==> config.mk <==
export PLATFORM = sky130hd
export DESIGN_NAME = vmaBoard
export DESIGN_NICKNAME = d
export VERILOG_FILES = /design/src/hdl/kl10WordPkg.sv /design/src/hdl/vmaCtlPkg.sv /design/src/hdl/vmaDatapath.sv /design/src/hdl/vmaConfigRegs.sv /design/src/hdl/vmaDecode.sv /design/src/hdl/vmaDiagMux.sv /design/src/hdl/vmaBoard.sv
export SDC_FILE = /design/constraint.sdc
export NUM_CORES = 1
export LEC_CHECK = 0
export ABC_AREA = 1
export BUFFER_PORTS_ARGS = -buffer_cell sky130_fd_sc_hd__buf_4
export CORE_UTILIZATION = 50
export DETAILED_ROUTE_END_ITERATION = 16
export PLACE_DENSITY = 0.77
export SLEW_MARGIN = 10
export SYNTH_ARGS = -nofsm -noshare
export SYNTH_HDL_FRONTEND = slang
export SYNTH_HIERARCHICAL = 1
export SYNTH_SLANG_ARGS = --single-unit
==> constraint.sdc <==
create_clock -name clk -period 5.3 [get_ports clk]
set_input_delay 1.59 -clock clk [delete_from_list [all_inputs] [get_ports clk]]
set_output_delay 1.59 -clock clk [all_outputs]
set_load 0.02 [all_outputs]
==> src/hdl/kl10WordPkg.sv <==
package kl10WordPkg;

  // Bit 35 is the least significant bit, so PDP-10 bit n sits at index 35-n
  typedef logic [35:0] kl10Word;

  typedef logic [4:0] sectionT;

  typedef logic [17:0] offsetT;

  // Right-justified like PDP-10 bits 12..35 of a word
  typedef struct packed {
    logic    misc;
    sectionT section;
    offsetT  offset;
  } vmaAddrT;

  typedef logic [8:0] magicT;

  // Offsets below this reference the fast accumulators
  localparam offsetT acLimit = 18'd16;

endpackage

==> src/hdl/vmaCtlPkg.sv <==
package vmaCtlPkg;

  import kl10WordPkg::*;

  // VMAX section source
  typedef enum logic [1:0] {
    keepSec = 2'd0,
    pcSec   = 2'd1,
    prevSec = 2'd2,
    adSec   = 2'd3
  } vmaxSelT;

  typedef enum logic [2:0] {
    diagVma   = 3'd0,
    diagPc    = 3'd1,
    diagHeld  = 3'd2,
    diagBrk   = 3'd3,
    diagFlags = 3'd4
  } diagSelT;

  // Microcode and condition strobes for one cycle
  typedef struct packed {
    logic    loadVma;
    logic    vmaAd;
    logic    vmaInc;
    logic    magicEn;
    magicT   magic;
    logic    vmaxEn;
    vmaxSelT vmaxSel;
    logic    loadPc;
    logic    loadHeld;
    logic    dataoApr;
    logic    loadPrevContext;
    logic    condSelVma;
    logic    extended;
    logic    fetch;
    logic    memRef;
    logic    diagRead;
    diagSelT diagSel;
  } vmaCtlT;

  typedef struct packed {
    logic acRef;
    // Local addressing in effect
    logic localAddr;
    logic localAc;
    logic vmaSec0;
    logic pcSec0;
    logic prevSec0;
    logic match;
  } vmaFlagsT;

endpackage

==> src/hdl/vmaDatapath.sv <==
`timescale 1ns/100ps

module vmaDatapath import kl10WordPkg::*, vmaCtlPkg::*; (
  input  logic    clk,
  input  logic    reset,
  input  vmaCtlT  ctl,
  input  kl10Word ad,
  input  offsetT  trapMix,
  input  sectionT prevSection,
  output vmaAddrT vma,
  output vmaAddrT pc,
  output vmaAddrT held,
  output vmaAddrT heldOrPc
);

  offsetT  adderBase;
  offsetT  adderMagic;
  offsetT  adderInc;
  offsetT  adderSum;
  offsetT  nextOffset;
  sectionT vmaxSection;
  sectionT nextSection;
  logic    nextMisc;
  logic    trapSel;

  // Magic of zero with an increment picks up the trap vector
  assign trapSel = ctl.magicEn & ctl.vmaInc & (ctl.magic == '0);

  always_comb begin
    adderBase  = trapSel ? trapMix : pc.offset;
    adderMagic = ctl.magicEn ? offsetT'(ctl.magic) : '0;
    adderInc   = offsetT'(ctl.vmaInc);
    adderSum   = adderBase + adderMagic + adderInc;
  end

  // VMAX select
  always_comb begin
    case (ctl.vmaxSel)
      keepSec: vmaxSection = vma.section;
      pcSec:   vmaxSection = pc.section;
      prevSec: vmaxSection = prevSection;
      adSec:   vmaxSection = ad[22:18];
    endcase
  end

  always_comb begin
    nextOffset  = vma.offset;
    nextSection = vma.section;
    nextMisc    = vma.misc;
    if (ctl.loadVma) begin
      if (ctl.vmaAd) begin
        nextOffset = ad[17:0];
        // PDP-10 bit 12
        nextMisc   = ad[23];
      end else begin
        nextOffset = adderSum;
      end
      if (ctl.vmaxEn) begin
        nextSection = vmaxSection;
      end
    end else if (ctl.vmaInc) begin
      nextOffset = vma.offset + 18'd1;
    end
  end

  always_ff @(posedge clk) begin
    if (reset) begin
      vma <= '0;
    end else begin
      vma.misc    <= nextMisc;
      vma.section <= nextSection;
      vma.offset  <= nextOffset;
    end
  end

  always_ff @(posedge clk) begin
    if (reset) begin
      pc <= '0;
    end else if (ctl.loadPc) begin
      pc <= vma;
    end
  end

  always_ff @(posedge clk) begin
    if (reset) begin
      held <= '0;
    end else if (ctl.loadHeld) begin
      held <= vma;
    end
  end

  assign heldOrPc = ctl.condSelVma ? held : pc;

endmodule

==> src/hdl/vmaConfigRegs.sv <==
`timescale 1ns/100ps

module vmaConfigRegs import kl10WordPkg::*, vmaCtlPkg::*; (
  input  logic    clk,
  input  logic    reset,
  input  vmaCtlT  ctl,
  input  kl10Word ad,
  output vmaAddrT adrBrk,
  output sectionT prevSection
);

  // Address break loads right-justified on DATAO APR
  always_ff @(posedge clk) begin
    if (reset) begin
      adrBrk <= '0;
    end else if (ctl.dataoApr) begin
      adrBrk <= vmaAddrT'(ad[23:0]);
    end
  end

  // Previous context section from PDP-10 bits 13..17
  always_ff @(posedge clk) begin
    if (reset) begin
      prevSection <= '0;
    end else if (ctl.loadPrevContext) begin
      prevSection <= ad[22:18];
    end
  end

endmodule

==> src/hdl/vmaDecode.sv <==
`timescale 1ns/100ps

module vmaDecode import kl10WordPkg::*, vmaCtlPkg::*; (
  input  vmaCtlT   ctl,
  input  vmaAddrT  vma,
  input  vmaAddrT  pc,
  input  vmaAddrT  adrBrk,
  input  sectionT  prevSection,
  output vmaFlagsT flags
);

  logic vmaSec0;
  logic pcSec0;
  logic prevSec0;
  logic isLocal;
  logic acRange;
  logic acRef;

  always_comb begin
    vmaSec0  = vma.section == '0;
    pcSec0   = pc.section == '0;
    prevSec0 = prevSection == '0;
  end

  // Non-extended, instruction fetch, or section zero
  assign isLocal = ~ctl.extended | ctl.fetch | vmaSec0;

  assign acRange = vma.offset < acLimit;
  assign acRef   = ctl.memRef & isLocal & acRange & ~vma.misc;

  always_comb begin
    flags.acRef     = acRef;
    flags.localAddr = isLocal;
    flags.localAc   = acRef & ~vmaSec0;
    flags.vmaSec0   = vmaSec0;
    flags.pcSec0    = pcSec0;
    flags.prevSec0  = prevSec0;
    // Misc bit is not part of the break compare
    flags.match     = (adrBrk.section == vma.section) &&
                      (adrBrk.offset == vma.offset);
  end

endmodule

==> src/hdl/vmaDiagMux.sv <==
`timescale 1ns/100ps

module vmaDiagMux import kl10WordPkg::*, vmaCtlPkg::*; (
  input  vmaCtlT   ctl,
  input  vmaAddrT  vma,
  input  vmaAddrT  pc,
  input  vmaAddrT  held,
  input  vmaAddrT  adrBrk,
  input  sectionT  prevSection,
  input  vmaFlagsT flags,
  output kl10Word  ebusData,
  output logic     ebusDriving
);

  kl10Word diagField;

  // Fields come out right-justified
  always_comb begin
    case (ctl.diagSel)
      diagVma:   diagField = kl10Word'(vma);
      diagPc:    diagField = kl10Word'(pc);
      diagHeld:  diagField = kl10Word'(held);
      diagBrk:   diagField = kl10Word'(adrBrk);
      diagFlags: diagField = kl10Word'({prevSection, flags});
      default:   diagField = '0;
    endcase
  end

  assign ebusDriving = ctl.diagRead;

  // Bus is idle low when not reading
  assign ebusData = ctl.diagRead ? diagField : '0;

endmodule

==> src/hdl/vmaBoard.sv <==
`timescale 1ns/100ps

module vmaBoard import kl10WordPkg::*, vmaCtlPkg::*; (
  input  logic     clk,
  input  logic     reset,
  input  vmaCtlT   ctl,
  input  kl10Word  ad,
  input  offsetT   trapMix,
  output vmaAddrT  vma,
  output vmaAddrT  pc,
  output vmaAddrT  heldOrPc,
  output vmaFlagsT flags,
  output kl10Word  ebusData,
  output logic     ebusDriving
);

  vmaAddrT held;
  vmaAddrT adrBrk;
  sectionT prevSection;

  vmaDatapath datapath (
    .clk         (clk),
    .reset       (reset),
    .ctl         (ctl),
    .ad          (ad),
    .trapMix     (trapMix),
    .prevSection (prevSection),
    .vma         (vma),
    .pc          (pc),
    .held        (held),
    .heldOrPc    (heldOrPc)
  );

  vmaConfigRegs configRegs (
    .clk         (clk),
    .reset       (reset),
    .ctl         (ctl),
    .ad          (ad),
    .adrBrk      (adrBrk),
    .prevSection (prevSection)
  );

  vmaDecode decode (
    .ctl         (ctl),
    .vma         (vma),
    .pc          (pc),
    .adrBrk      (adrBrk),
    .prevSection (prevSection),
    .flags       (flags)
  );

  vmaDiagMux diagMux (
    .ctl         (ctl),
    .vma         (vma),
    .pc          (pc),
    .held        (held),
    .adrBrk      (adrBrk),
    .prevSection (prevSection),
    .flags       (flags),
    .ebusData    (ebusData),
    .ebusDriving (ebusDriving)
  );

endmodule

==> metrics, run 1 <==
run status complete, no violations; Max-slew headroom between 20% and 30%; Hold Vio Cnt, Final 0; Vias/cell 5.46; max-slew violation count 0; # rows between 40 and 50; Setup CP Type in2out; placed wire-length estimate ~18000 um; Die Wd ~120 um; PostCTS Resize Cnt 0; Core Box Area 14500 um^2; number of antenna violations at the first check in global routing 0; Startpoint Class primary input; leading area contributor after synthesis dfxtp_1; Clock transition at path regs ~0.07 ns; CP Data Required Time approximately 3.7 ns; DRT antenna net count 0; ratio of cells with drive above 1 in the final layout a little under a fifth; Die Ht approximately 120 um; wire length per cell between 15 and 20 um; nets about 1500; Final min period ~4.6 ns; DRC 0; Worst Setup End Kind output port; Clock Skew around 0.0077 ns; clock latency on the worst-skew pair approximately 0.35 ns; Fin Setup TNS 0 ns; Worst Max-Slew Pin Slew 1.09 ns; gr ovfl total 0; Initial DRC Count around 1000; Fin Hold WS roughly 0.48 ns; Tot GR Track Use about 32%; H-tree levels 3; crit path max fanout 38; Mapped Cells ~1200; Layout area overhead 20.9%; commonest cells after routing, fill and taps aside nand2_1, nor2_1, buf_4; Tot Pwr around 2.2 mW; CTS tree yes; largest net degree at the start of global routing 70; Crit path arrival time roughly 3 ns; Yosys warning total 6; Synth Cell Area 7420 um^2; CTS root buffer clkbuf_16; vias post-DR approximately 8500; Clock Sinks between 100 and 150; Setup Viol. Count Final 0; crit share post-route between 80% and 90%; hold-fix buffers at CTS 0; Initial Util around half; post-CTS setup buffers 0; first-pass GRT wire length between 30000 and 40000 um; overall die area approximately 15000 um^2; Cell Pwr Density 243 nW/um^2; total CTS buffers 9; Max Root-Sink Buffers 2; max-cap check violation count 0; post-synthesis sequential area ratio a little over a quarter; Hold Path Class reg2reg; vias in the first global route between 7000 and 8000; gpl congestion approximately 0.95; achievable frequency between 0.2 and 0.25 GHz; diodes inserted 0; Syn Area/Cell around 6 um^2; RSZ-0062 raised after global routing no; commonest non-fill, non-tap cell in the layout nand2_1; Yosys cell types 45; Port Buffers between 150 and 200; leakage roughly 4.4 nW; Detailed Route WL 24600 um; top cell type's share of synthesized area roughly 27%; synth top area cells dfxtp_1, nand2_1, nor2_1, o21ai_0, inv_1; drt pass-1 iters 6; I/O pins 200; register bit total from synthesis between 100 and 150; Peak VDD IR roughly 0.00018 V
per-stage QoR:
stage | cell area [um^2] | util (%) | instances | setup slack, ns
3_5_place_dp | 8650 | 59.5 | 1534 | 0.736
3_3_place_gp | 8650 | 59.5 | 1534 | 0.743
2_1_floorplan | 7460 | - | 1245 | 0.850
5_1_grt | 8970 | 61.7 | 1550 | 0.627
6_report | 8970 | 61.7 | 1550 | 0.709
4_1_cts | 8970 | 61.7 | 1550 | 0.729
registers in the layout (all words and copies together) (netlist names):
signal,count
configRegs/adrBrk,24
datapath/held,24
datapath/pc,24
datapath/vma,24
configRegs/prevSection,5
logic make-up after synthesis:
family                     after synthesis  synth area share, %
buffers and inverters                  230                 13.5
adders and majority gates               11                 2.06
xor gates and xnor gates                19                 2.24
AOI/OAI and AO/OA                      224                 16.2
DFF                                    101                 27.2
muxes                                    7                 1.06
other                                    1               0.0505
and+or+nand+nor                        641                 37.6
cell type report:
cell class                      instances  area, um^2
Inverter                              149         559
Clock inverter                          5        82.6
Sequential cell                       101        2020
Multi-Input combinational cell        914        4440
Timing Repair Buffer                  186        1400
Tap cell                              184         230
Fill cell                            1471        5560
Clock buffer                           11         243
Yosys cell counts:
master    count
nand3_2       4
nor3_1        9
inv_1       141
nand2_4       4
ha_1          9
o21bai_2      1
buf_6         3
nand3_1      68
nor2_4        2
a21boi_0      3
inv_2         6
buf_4        23
o21ai_2       1
a32oi_1       1
a41oi_1       2
nor3b_1       2
clkbuf_1     31
a221oi_1      3
a21oi_1      67
nor2_1      201
nand4_1      50
dfxtp_1     101
a21oi_2       4
a211oi_1      2
nor3_2        2
nand2_2       9
buf_2        23
nor4_1        2
a21boi_1      1
buf_1         1
nor2_2        6
xor2_1        9
o21bai_1      2
o21ai_0     112
clkinv_1      2
xnor2_1      10
mux2_2        7
o21ai_1      14
nor2_8        1
or2_2         4
nand2_1     275
a31oi_1      11
fa_1          2
nand3b_1      2
conb_1        1
layer usage:
layer | vias up | GRT usage [%] | wire, um
met1 | 3756 | 43.9 | 10600
met5 | - | 0 | 0
met2 | 423 | 50.1 | 11000
met4 | 0 | 16.0 | 1020
li1 | 4210 | - | -
met3 | 70 | 3.89 | 2020
path summary, 6_finish.rpt:
kind | from | cells after the start | slack [ns] | end
worst max-delay path | ctl[0] | 7 | 0.71 | ebusData[10]
worst min-delay path | configRegs/adrBrk[23]$_SDFFE_PP0P_ | 2 | 0.48 | configRegs/adrBrk[23]$_SDFFE_PP0P_
worst max register to register | datapath/pc[0]$_SDFFE_PP0P_ | 20 | 2.56 | datapath/vma[16]$_SDFFE_PP0P_
worst min register to register | configRegs/adrBrk[23]$_SDFFE_PP0P_ | 2 | 0.48 | configRegs/adrBrk[23]$_SDFFE_PP0P_
critical path: stages:
cell and delay (ns):
buf_4 0.35, inv_1 0.32, nand4_1 0.17, nand3_1 0.08, nor2_1 0.21, nor2_1 0.07
buf_4 0.19
power breakdown:
part	switching [mW]	total (mW)	internal [mW]
clock network	0.294	0.723	0.429
registers	0.0871	0.899	0.812
logic	0.348	0.562	0.214
total	0.729	2.18	1.46
Power figures use the tool's default switching activity.
==> run 2: changes to the inputs <==
==> constraint.sdc (replaced) <==
create_clock -name clk -period 5.3 [get_ports clk]
set_input_delay 0.53 -clock clk [delete_from_list [all_inputs] [get_ports clk]]
set_output_delay 0.53 -clock clk [all_outputs]
set_load 0.02 [all_outputs]
==> run 2 against run 1 <==
- sequential share of layout area grew 0.17 points
- clock power fell by 2%
- clock skew decreased by 0.0021 ns
- first-iteration DRC count up 1.4%
- via count hardly changed
- combinational power about the same
==> metrics, run 2 (same netlist as run 1, synthesis figures left out) <==
CP top delay family buffers and inverters; Fin Setup TNS 0 ns; crit path max fanout slightly below 60; post-CTS setup buffers 0; # placed instances ~1500; Die Wd approximately 120 um; FILL cells 1473; CTS root buffer clkbuf_16; H-tree levels 3; placed wire-length estimate between 15000 and 20000 um; Detailed Route WL around 25000 um; clock power share around a third; PostCTS Resize Cnt 0; vias post-DR roughly 8500; Hold Vio Cnt, Final 0; achievable frequency between 0.2 and 0.3 GHz; I/O pins 200; Initial Util 51.1%; crit path cell chain buf_4, inv_2, nand3_1, o21ai_0, nor2_1, nor2_1, buf_4; Tot GR Track Use roughly a third; crit share post-route roughly two thirds; Layout Cells excl Fill about 1500; Port Buffers 175; first-pass GRT wire length around 38000 um; sw frac roughly 34%; DRT antenna net count 0; nets around 1400; Setup CP Type in2out; CP Data Required Time between 4 and 5 ns; Fin Hold WS approximately 0.40 ns; Critical Path Max Stage Delay just under 0.8 ns; Layout area overhead 20.0%; run status complete, no violations; ratio of cells with drive above 1 in the final layout about 18%; overall die area 15300 um^2; max-slew violation count 0; placed instance area 8590 um^2; Max Root-Sink Buffers 2; Clock transition at path regs approximately 0.07 ns; max-cap check violation count 0; Worst Setup End Kind output port; logic gate share of total power between 20% and 30%; number of antenna violations at the first check in global routing 0; commonest non-fill, non-tap cell in the layout nand2_1; DRC 0; wire length per cell approximately 16 um; Core Box Area about 15000 um^2; gpl congestion 0.942; Hold Path Class in2reg; Cell Pwr Density ~240 nW/um^2; Final min period around 3.5 ns; gr ovfl total 0; total CTS buffers 9; commonest cells after routing, fill and taps aside nand2_1, nor2_1, buf_4; Max-slew headroom between 20% and 30%; CTS tree yes; RSZ-0062 raised after global routing no; Clock Sinks about 100; Pint approximately 1.4 mW; drt pass-1 iters 6; diodes inserted 0; Startpoint Class primary input; Crit path arrival time approximately 3 ns; hold-fix buffers at CTS 0; Worst path slowest cell nand3_1; Clock Skew approximately 0.0056 ns; clock latency on the worst-skew pair roughly 0.34 ns; Die Ht 124 um; leakage 4.34 nW; Vias/cell between 5 and 6; Setup Viol. Count Final 0; largest net degree at the start of global routing 70; # rows 44; Reg area roughly 2000 um^2; worst path bufs/invs 3; fin area roughly 9000 um^2; vias in the first global route about 7000; NetSw around 0.73 mW; Peak VDD IR around 0.00016 V; Sequential Power Share 41.5%; Worst Max-Slew Pin Slew 1.08 ns; Initial DRC Count 1061; Multi-input gate area roughly 4400 um^2
-- run 2: worst paths after layout --
| kind | endpoint | startpoint | cells past startpoint | slack [ns] |
|---|---|---|---|---|
| max | ebusData[11] | ctl[2] | 7 | 1.77 |
| min | datapath/vma[1]$_SDFFE_PP0P_ | reset | 2 | 0.40 |
| max reg2reg | datapath/vma[16]$_SDFFE_PP0P_ | datapath/pc[0]$_SDFFE_PP0P_ | 20 | 2.58 |
| min reg2reg | configRegs/adrBrk[23]$_SDFFE_PP0P_ | configRegs/adrBrk[23]$_SDFFE_PP0P_ | 2 | 0.48 |
-- run 2: layout make-up --
| cell class | count | area share, % |
|---|---|---|
| Multi-Input combinational cell | 914 | 49.9 |
| Sequential cell | 101 | 22.7 |
| Timing Repair Buffer | 178 | 15.0 |
| Inverter | 149 | 6.28 |
| Tap cell | 184 | 2.59 |
| Clock buffer | 10 | 2.57 |
| Clock inverter | 6 | 0.984 |
-- run 2: routing by layer --
metal / part of all wire, % / vias up / track usage [%]
met5: 0 / - / 0
met2: 46 / 403 / 51.5
li1: - / 4192 / -
met3: 7.4 / 58 / 3.25
met4: 3.3 / 0 / 13.5
met1: 43 / 3800 / 44.2
-- run 2: power groups by stage --
| stage | clock, mW | combinational [mW] | sequential, mW |
|---|---|---|---|
| floorplan | 0 | 0.343 | 0.910 |
| global placement | 0 | 0.543 | 0.911 |
| detailed placement | 0 | 0.551 | 0.913 |
| CTS | 0.711 | 0.554 | 0.896 |
| global route | 0.739 | 0.618 | 0.905 |
| finish | 0.709 | 0.560 | 0.900 |
-- run 2: through the flow --
step | util (%) | total power [mW] | setup WS, ns
after floorplan | - | 1.25 | 2.07
after global placement | 59.1 | 1.45 | 1.58
after detailed placement | 59.1 | 1.46 | 1.54
after CTS | 61.3 | 2.16 | 1.80
after global routing | 61.3 | 2.26 | 1.49
final | 61.3 | 2.17 | 1.77
==> run 3: changes to the inputs <==
==> constraint.sdc (replaced) <==
create_clock -name clk -period 3.3 [get_ports clk]
set_input_delay 0.33 -clock clk [delete_from_list [all_inputs] [get_ports clk]]
set_output_delay 0.33 -clock clk [all_outputs]
set_load 0.02 [all_outputs]
==> run 3 against run 2 <==
- clock power increased by 44%
- total power increased by 55%
- clock-buffer cell count increased by 2
- utilization increased by 0.086 points
- sequential power increased by 60%
- wire length decreased by 1.3%
- worst hold slack got worse by 0.21 ns
- cell count increased by 0.32%
- highest routed layer unchanged
- flip-flop and latch count unchanged
- clock skew about the same
==> metrics, run 3 (same netlist as run 1, synthesis figures left out) <==
run status complete, no violations; worst reg2reg path depth 17; Cell Pwr Density ~380 nW/um^2; Worst Setup End Kind register; CP Data Required Time about 3.5 ns; leakage 4.36 nW; total CTS buffers 9; first-pass GRT wire length about 37000 um; max-cap check violation count 0; nets about 1500; Final Util 61.3%; gr ovfl total 0; FF-to-FF setup slack about 0.60 ns; min-delay src reset; post-CTS setup buffers 0; crit share post-route around 86%; vias in the first global route 6977; CTS root buffer clkbuf_16; Port Buffers between 150 and 200; Vias/cell 5.48; Met1 Wirelength ~11000 um; Die Ht roughly 120 um; Hold Vio Cnt, Final 0; Clock Sinks between 100 and 150; commonest cells after routing, fill and taps aside nand2_1, nor2_1, buf_4; Initial Util 51.1%; H-tree levels 3; placed wire-length estimate 18200 um; Detailed Route WL about 25000 um; Clock transition at path regs roughly 0.070 ns; Worst Hold Path EP datapath/vma[1]$_SDFFE_PP0P_; Hold Path Class in2reg; # placed instances between 1500 and 2000; Startpoint Class primary input; hold-fix buffers at CTS 0; # rows 44; Layout Cells excl Fill around 1500; Min-Delay Path Depth 2; Setup CP Type in2reg; FILL cells about 1400; Initial DRC Count roughly 1000; Max Root-Sink Buffers 2; Layout area overhead 20.1%; Max-slew headroom 29.2%; max-slew violation count 0; Tot GR Track Use 32.2%; Worst Max-Slew Pin Slew 1.06 ns; commonest non-fill, non-tap cell in the layout nand2_1; PostCTS Resize Cnt 0; number of antenna violations at the first check in global routing 0; Core Box Area between 10000 and 15000 um^2; I/O pins 200; drt pass-1 iters 6; vias post-DR 8478; wire length per cell roughly 16 um; WL met2 approximately 11000 um; Final min period around 2.8 ns; CTS tree yes; ratio of cells with drive above 1 in the final layout 18.3%; Fin Setup TNS 0 ns; RSZ-0062 raised after global routing no; max layer used met4; worst r2r dst datapath/vma[10]$_SDFFE_PP0P_; largest net degree at the start of global routing 70; DRC 0; achievable frequency 0.352 GHz; Crit path arrival time a little over 3 ns; Clock Skew ~0.0056 ns; Peak VDD IR just over 0.0003 V; met3 WL 2030 um; overall die area between 15000 and 20000 um^2; diodes inserted 0; gpl congestion approximately 0.94; Die Wd ~120 um; DRT antenna net count 0; clock latency on the worst-skew pair between 0.3 and 0.4 ns; Setup Viol. Count Final 0; worst r2r src datapath/pc[0]$_SDFFE_PP0P_; crit path max fanout 4
run 3: cell type report:
type | count | area (um^2) | share of cell area, %
inverter | 149 | 559 | 6.27
sequential | 101 | 2020 | 22.7
clock buffer | 12 | 256 | 2.88
timing repair buffer | 183 | 1390 | 15.5
tap | 184 | 230 | 2.58
clock inverter | 4 | 22.5 | 0.253
multi-input combinational | 914 | 4440 | 49.8
run 3: critical path, cell delays in order:
cell and delay (ns):
buf_4 0.11, nor2_1 0.12, nand2_2 0.11, inv_1 0.13, nand3_1 0.20, nand2_1 0.10, o21ai_0 0.10, fa_1 0.43
fa_1 0.38, inv_1 0.07, nand2_1 0.06, nand2_1 0.08, nand3_1 0.07, nand2_1 0.09, nand2_1 0.06, nand2_1 0.07
nand2_1 0.10, inv_2 0.10, a21boi_0 0.09, o21ai_0 0.13, a31oi_1 0.11
run 3: per-stage QoR:
step	worst slack, ns	hold slack (ns)	power, mW	area (um^2)
floorplan	0.269	0.409	2.01	7460
detailed placement	0.0948	0.479	2.35	8640
global placement	0.154	0.460	2.34	8640
global route	0.225	0.187	3.52	8920
finish	0.459	0.183	3.36	8920
CTS	0.465	0.175	3.35	8920
run 3: where the power goes:
group / switching [mW] / internal (mW)
registers: 0.135 / 1.30
clock network: 0.467 / 0.549
logic: 0.562 / 0.342
run 3: routing by layer:
layer / GRT usage (%) / vias to the layer above
met2: 49.1 / 443
met5: 0 / -
met3: 4.12 / 55
met1: 44.8 / 3781
met4: 15.1 / 0
li1: - / 4199
run 3: worst max path at each step:
stage / start / depth (start not counted) / slack, ns / to
after detailed placement: ctl[21] / 21 / 0.09 / datapath/vma[10]$_SDFFE_PP0P_
after global routing: ctl[21] / 26 / 0.23 / datapath/vma[16]$_SDFFE_PP0P_
after CTS: ctl[21] / 24 / 0.47 / datapath/vma[16]$_SDFFE_PP0P_
final: ctl[21] / 21 / 0.46 / datapath/vma[10]$_SDFFE_PP0P_
after global placement: ctl[21] / 23 / 0.15 / datapath/vma[16]$_SDFFE_PP0P_
after floorplan: ctl[21] / 24 / 0.27 / datapath/vma[16]$_SDFFE_PP0P_
